## src/design/rename_defs.svh

```systemverilog
// Sizes must stay powers of two; NUM_PHYS_REGS has to exceed NUM_ISA_REGS by at least one
`ifndef RENAME_DEFS_SVH
`define RENAME_DEFS_SVH

// Architectural registers, x0 included
`define NUM_ISA_REGS 32

// Physical registers
// Low NUM_ISA_REGS of them hold the identity map at reset
// The rest start in the free list
`define NUM_PHYS_REGS 64

// Copies of the speculative map
// One copy is always live, so NUM_CHECKPOINTS-1 branches can be pending
`define NUM_CHECKPOINTS 4

`endif

```

## src/design/rename_pkg.sv

```systemverilog
// Field widths derive from rename_defs.svh; struct layouts are shared with the testbench
`include "rename_defs.svh"

package rename_pkg;

    typedef logic [$clog2(`NUM_ISA_REGS)-1:0]    reg_t;            // Architectural index
    typedef logic [$clog2(`NUM_PHYS_REGS)-1:0]   phreg_t;          // Physical index
    typedef logic [$clog2(`NUM_CHECKPOINTS)-1:0] checkpoint_ptr_t; // Checkpoint label
    typedef logic [$clog2(`NUM_CHECKPOINTS):0]   ckpt_cnt_t;       // Pending checkpoints

    // One instruction entering rename
    typedef struct packed {
        logic   valid;
        reg_t   src1;
        reg_t   src2;
        reg_t   dst;
        logic   has_dst;
        logic   checkpoint;     // Branch, snapshot after renaming
    } rename_req_t;

    // Renamed instruction, one cycle after acceptance
    typedef struct packed {
        logic            valid;
        phreg_t          src1;
        logic            rdy1;
        phreg_t          src2;
        logic            rdy2;
        phreg_t          new_dst;
        phreg_t          old_dst;      // Freed when this instruction commits
        checkpoint_ptr_t checkpoint;
    } rename_resp_t;

    typedef struct packed {
        logic   valid;
        reg_t   vreg;
        phreg_t preg;
    } wb_t;

    typedef struct packed {
        logic   valid;
        logic   has_dst;
        reg_t   dst;
        phreg_t new_dst;
        phreg_t old_dst;
    } commit_t;

    typedef struct packed {
        logic            valid;
        checkpoint_ptr_t checkpoint;
    } recover_t;

endpackage

```

## src/design/free_list.sv

```systemverilog
// Never popped when empty; labels track rename_table; exception-cycle commits are dropped
`timescale 1ns/1ps
`include "rename_defs.svh"

module free_list import rename_pkg::*; (
    input  logic     clk_i,
    input  logic     rstn_i,               // Async, active low

    input  logic     alloc_i,              // Pop the head this edge
    output phreg_t   free_reg_o,           // Next register handed out
    output logic     empty_o,

    input  logic     checkpoint_i,         // Save head after this cycle's pop
    input  commit_t  commit_i,
    input  recover_t recover_i,
    input  logic     delete_checkpoint_i,
    input  logic     exception_i
);

    localparam int IDX_W = $clog2(`NUM_PHYS_REGS);

    typedef logic [IDX_W:0] fl_ptr_t;      // Extra bit tells full from empty

    phreg_t          fifo_q [`NUM_PHYS_REGS];
    fl_ptr_t         head_q;
    fl_ptr_t         tail_q;
    fl_ptr_t         commit_head_q;        // Head as seen by committed code
    fl_ptr_t         saved_head_q [`NUM_CHECKPOINTS];
    checkpoint_ptr_t lbl_head_q;           // Same label as the live map copy
    checkpoint_ptr_t lbl_tail_q;
    checkpoint_ptr_t lbl_tail_nxt;
    ckpt_cnt_t       cnt_q;
    logic            ckpt_en;
    logic            push;

    assign free_reg_o = fifo_q[head_q[IDX_W-1:0]];
    assign empty_o    = (head_q == tail_q);

    assign lbl_tail_nxt = lbl_tail_q + checkpoint_ptr_t'(delete_checkpoint_i);

    assign ckpt_en = checkpoint_i & (cnt_q != ckpt_cnt_t'(`NUM_CHECKPOINTS - 1)) &
                     ~recover_i.valid & ~exception_i;

    // Committed writer of a real register frees the one it displaced
    assign push = commit_i.valid & commit_i.has_dst & (commit_i.dst != '0) & ~exception_i;

    // Tail side keeps taking commits through a misprediction
    always_ff @(posedge clk_i or negedge rstn_i) begin
        if (!rstn_i) begin
            for (int i = 0; i < `NUM_PHYS_REGS; i++) begin
                fifo_q[i] <= phreg_t'(`NUM_ISA_REGS + i);   // Upper half only matters
            end
            tail_q        <= fl_ptr_t'(`NUM_PHYS_REGS - `NUM_ISA_REGS);
            commit_head_q <= '0;
        end else if (push) begin
            fifo_q[tail_q[IDX_W-1:0]] <= commit_i.old_dst;
            tail_q        <= tail_q + fl_ptr_t'(1);
            commit_head_q <= commit_head_q + fl_ptr_t'(1);  // Its own pop is now final
        end
    end

    // Head side and checkpoint labels
    always_ff @(posedge clk_i or negedge rstn_i) begin
        if (!rstn_i) begin
            head_q     <= '0;
            lbl_head_q <= '0;
            lbl_tail_q <= '0;
            cnt_q      <= '0;
        end else if (exception_i) begin
            head_q     <= commit_head_q;   // Speculative pops given back
            lbl_head_q <= '0;
            lbl_tail_q <= '0;
            cnt_q      <= '0;
        end else begin
            lbl_tail_q <= lbl_tail_nxt;
            if (recover_i.valid) begin
                head_q     <= saved_head_q[recover_i.checkpoint];
                lbl_head_q <= recover_i.checkpoint;
                cnt_q      <= ckpt_cnt_t'(checkpoint_ptr_t'(recover_i.checkpoint - lbl_tail_nxt));
            end else begin
                if (alloc_i)
                    head_q <= head_q + fl_ptr_t'(1);
                if (ckpt_en)
                    lbl_head_q <= lbl_head_q + checkpoint_ptr_t'(1);
                cnt_q <= cnt_q + ckpt_cnt_t'(ckpt_en) - ckpt_cnt_t'(delete_checkpoint_i);
            end
        end
    end

    // Branch's own pop included in the saved head
    always_ff @(posedge clk_i) begin
        if (ckpt_en)
            saved_head_q[lbl_head_q] <= head_q + fl_ptr_t'(alloc_i);
    end

endmodule

```

## config.mk

```make
export PLATFORM = sky130hd
export DESIGN_NAME = free_list
export DESIGN_NICKNAME = d
export VERILOG_FILES = /design/src/design/rename_pkg.sv /design/src/design/free_list.sv
export VERILOG_INCLUDE_DIRS = /design/src /design/src/design
export SDC_FILE = /design/constraint.sdc
export NUM_CORES = 1
export LEC_CHECK = 0
export ABC_AREA = 1
export BUFFER_PORTS_ARGS = -buffer_cell sky130_fd_sc_hd__buf_2
export CAP_MARGIN = 10
export CORE_MARGIN = 2
export CORE_UTILIZATION = 30
export DETAILED_ROUTE_END_ITERATION = 6
export GPL_ROUTABILITY_DRIVEN = 0
export PLACE_DENSITY_LB_ADDON = 0.15
export SLEW_MARGIN = 20
export SYNTH_ARGS = -nofsm -noshare
export SYNTH_HDL_FRONTEND = slang
export SYNTH_SLANG_ARGS = --single-unit
```

## constraint.sdc

```tcl
create_clock -name clk_i -period 2.93 [get_ports clk_i]
set_input_delay 0.293 -clock clk_i [delete_from_list [all_inputs] [get_ports clk_i]]
set_output_delay 0.293 -clock clk_i [all_outputs]
set_load 0.05 [all_outputs]
```

==> out/metrics.yaml <==
grt:
  grt_overflow: 0
  antenna_found_initial: 0
  grt_max_degree: 99
  grt_usage_pct: 18.0
  grt_pass1_wl_mm: 104
  grt_pass1_vias: 17496
detailed_routing:
  num_vias: 17674
  dr.pass1.iters: 7
  viasPerCell: 4.72
  drc: 3
  antenna_left: 0
  detail_route.iter0.violations: 1206
  post_drt_wl_per_cell_um: 18.0
  finalWirelength_mm: 67.3
pwr:
  switchingPower_mw: 7.65
  irDropWorstVdd_mv: 0.551
  power_frac_clock_pct: 31.6
  pwr-share-seq_pct: 36.3
  leakage_nw: 11.1
  internal_power_mw: 14.2
  powerDensity_nw_per_um2: 840
  total_power_mw: 21.9
  combPwrFrac_pct: 32.1
  sw_frac_of_total_pct: 34.9
finish:
  antennaDiodeCount: 0
  final_util_pct: 36.6
  area_growth_pct: 21.4
  fin_nets: 2791
  drive_gt1_share_pct: 20.1
yosys:
  yosys_warnings: 0
  syn_area_per_cell_sq_um: 7.83
  synth-edff-count: 28
  synth-seq-area-share_pct: 53.1
  synth-async-reset-ratio_pct: 93.6
  ys_seq_elements: 440
  synth_top_area_share_pct: 25.5
  synth-main-ff-cell: "dfrtp_1"
  synth_cell_type_count: 36
  synth_nets: 2780
  synth_top_cell_by_area: "dfrtp_1"
  syn_inst: 2738
  syn_area_sq_um: 21400
  synth_area_leaders: "dfrtp_1 (26%), dfstp_2 (24%), nand2_1 (17%), o21ai_0 (9.5%), nand3_1 (4.6%)"
timing:
  finalMaxSlewViolations: 0
  tightest_slew_ns: 0.827
  finalCriticalPeriod_ns: 2.89
  postLayoutSetupSlackWorst_ns: 0.0420
  tns_ns: 0
  fmax_mhz: 346
  finalSetupViolCount: 0
  maxSlewHeadroom_pct: 44.7
  grt_setup_unrepaired: "yes"
  finalHoldViolations: 0
  finClkSkew_ns: 0.0151
  fin_crit_sh_pct: 98.6
  holdWs_ns: 0.0595
clocking:
  htreeDepth: 2
  clkSinkCount: 440
  clk_pin_slew_ns: 0.06
  max-clock-path-buffers: 3
  cts_buffers: 53
  clk_latency_ns: 0.61
  cts_root_buf: "clkbuf_16"
  cts_tree: "done"
worst_hold_path:
  whs_path_depth: 2
  hold_end: "lbl_tail_q[0]"
  hold_class: "in2reg"
  hp-start: "exception_i"
die:
  fp.dieH_um: 271
  die_w_um: 271
  ioPinCount: 35
  core_area_sq_um: 71100
  std_cell_rows: 98
  initial_core_util_pct: 30.2
  dieArea_sq_um: 73700
run_status:
  status: "finished with violations"
  violations: "DRC"
setup_path:
  r2r_cells: 6
  required_ns: 2.64
  r2r_setup_slack_ns: 0.65
  worst_setup_path_start_kind: "flop"
  cp-end-kind: "output pin"
  timing_worst_setup_path_type: "reg2out"
  r2r-start: "tail_q[2]"
  worst_ep_arrival_time_ns: 2.60
  r2r-end: "fifo_q[102]"
  critical_path_peak_fanout: 5
placed_design:
  portBuffers: 28
  pre_cts_ws_ns: 0.351
  hpwl_mm: 40.2
job:
  drv_cap: 0
-- cell type report --
| type | count | area [sq um] |
|---|---|---|
| fill | 7483 | 45100 |
| sequential | 440 | 11400 |
| multi-input combinational | 1889 | 8840 |
| timing repair buffer | 139 | 1880 |
| clock buffer | 79 | 1570 |
| tap | 950 | 1190 |
| inverter | 225 | 876 |
| clock inverter | 21 | 278 |
| timing repair inverter | 1 | 20.0 |
-- power by group through the flow --
stage | clock network [mW] | logic [mW] | registers [mW]
2_1_floorplan | 0 | 3.65 | 7.77
3_3_place_gp | 0 | 5.73 | 8.01
3_5_place_dp | 0 | 5.76 | 8.04
4_1_cts | 7.12 | 6.57 | 7.92
5_1_grt | 7.35 | 7.75 | 8.07
6_report | 6.91 | 7.04 | 7.94
-- worst max-delay path by stage --
stage | startpoint | to | slack [ns] | cells after the start
global placement | head_q[0] | free_reg_o[3] | 0.31 | 14
floorplan | head_q[1] | empty_o | 0.55 | 5
finish | head_q[0] | free_reg_o[2] | 0.04 | 15
detailed placement | head_q[0] | free_reg_o[4] | 0.35 | 15
CTS | head_q[0] | free_reg_o[3] | -0.002 | 13
global route | head_q[0] | free_reg_o[4] | -0.06 | 16
-- cells in the mapped netlist (6+ instances only) --
library cell,n
nor2_1,165
buf_2,85
edfxtp_1,28
o21ai_1,59
o21ai_0,407
dfstp_2,193
inv_1,214
buf_1,16
a21oi_1,19
dfrtp_1,219
o211ai_1,6
xnor2_1,9
clkinv_1,7
ha_1,13
nand3_1,196
nand2_1,963
xor2_1,20
clkbuf_1,78
-- worst max-delay path: stages (launching register included) --
cell	delay, ns
dfrtp_4	0.51
buf_12	0.18
inv_16	0.09
buf_8	0.14
clkbuf_16	0.15
nand2_1	0.05
nand2_1	0.05
nand2_1	0.06
nand3_2	0.09
nand3_1	0.08
nand2_2	0.11
nand2_1	0.05
nand2_1	0.10
inv_2	0.07
nand2_4	0.09
buf_12	0.14
-- kinds of logic after synthesis --
group,count (synthesis),share of synthesized area [%]
adder cells (fa/ha/maj),14,0.852
flip-flops,440,53.1
buffers and inverters,409,7.74
XOR/XNOR,29,1.18
AND/OR/NAND/NOR,1346,25.3
AO/OA/AOI/OAI,500,11.9
-- per-layer routing --
| metal | up-vias | GRT usage, % | share of wire, % |
|---|---|---|---|
| li1 | 8709 | - | - |
| met1 | 8514 | 25.2 | 47 |
| met2 | 355 | 28.9 | 46 |
| met3 | 96 | 2.59 | 4.2 |
| met4 | 0 | 4.77 | 2.3 |
| met5 | - | 0 | 0 |
-- flip-flops by register name, summed over array words and instances (netlist names) --
signal,flops
fifo_q,384
saved_head_q,28
commit_head_q,7
head_q,7
tail_q,7
cnt_q,3
lbl_head_q,2
lbl_tail_q,2
-- stage by stage --
stage,cell area [sq um],std cells
after CTS,25500,3736
after floorplan,21500,2738
after global placement,22900,3612
after global routing,26100,3744
final,26100,3744
after detailed placement,22900,3612
-- repair_timing --
| item | in CTS | in global routing |
|---|---|---|
| gates cloned | 11 | 8 |
| hold buffers | 3 | 0 |
| buffers inserted | 11 | 2 |
| resized for setup | 90 | 112 |
| hold endpoints to repair | 44 | 0 |
| endpoints found under the setup margin | 6 | 6 |
| pin swaps | 21 | 50 |
-- cell usage in the layout, fill, tap and decap left out, types with 33 or more instances in the layout --
| master | netlist | layout |
|---|---|---|
| buf_4 | 5 | 53 |
| clkbuf_16 | 0 | 63 |
| dfrtp_1 | 219 | 216 |
| dfstp_2 | 193 | 193 |
| inv_1 | 214 | 204 |
| nand2_1 | 963 | 916 |
| nand2_2 | 0 | 40 |
| nand3_1 | 196 | 160 |
| nand3_2 | 0 | 33 |
| nor2_1 | 165 | 150 |
| o21ai_0 | 407 | 387 |
| o21ai_1 | 59 | 78 |
Power figures use the tool's default switching activity.
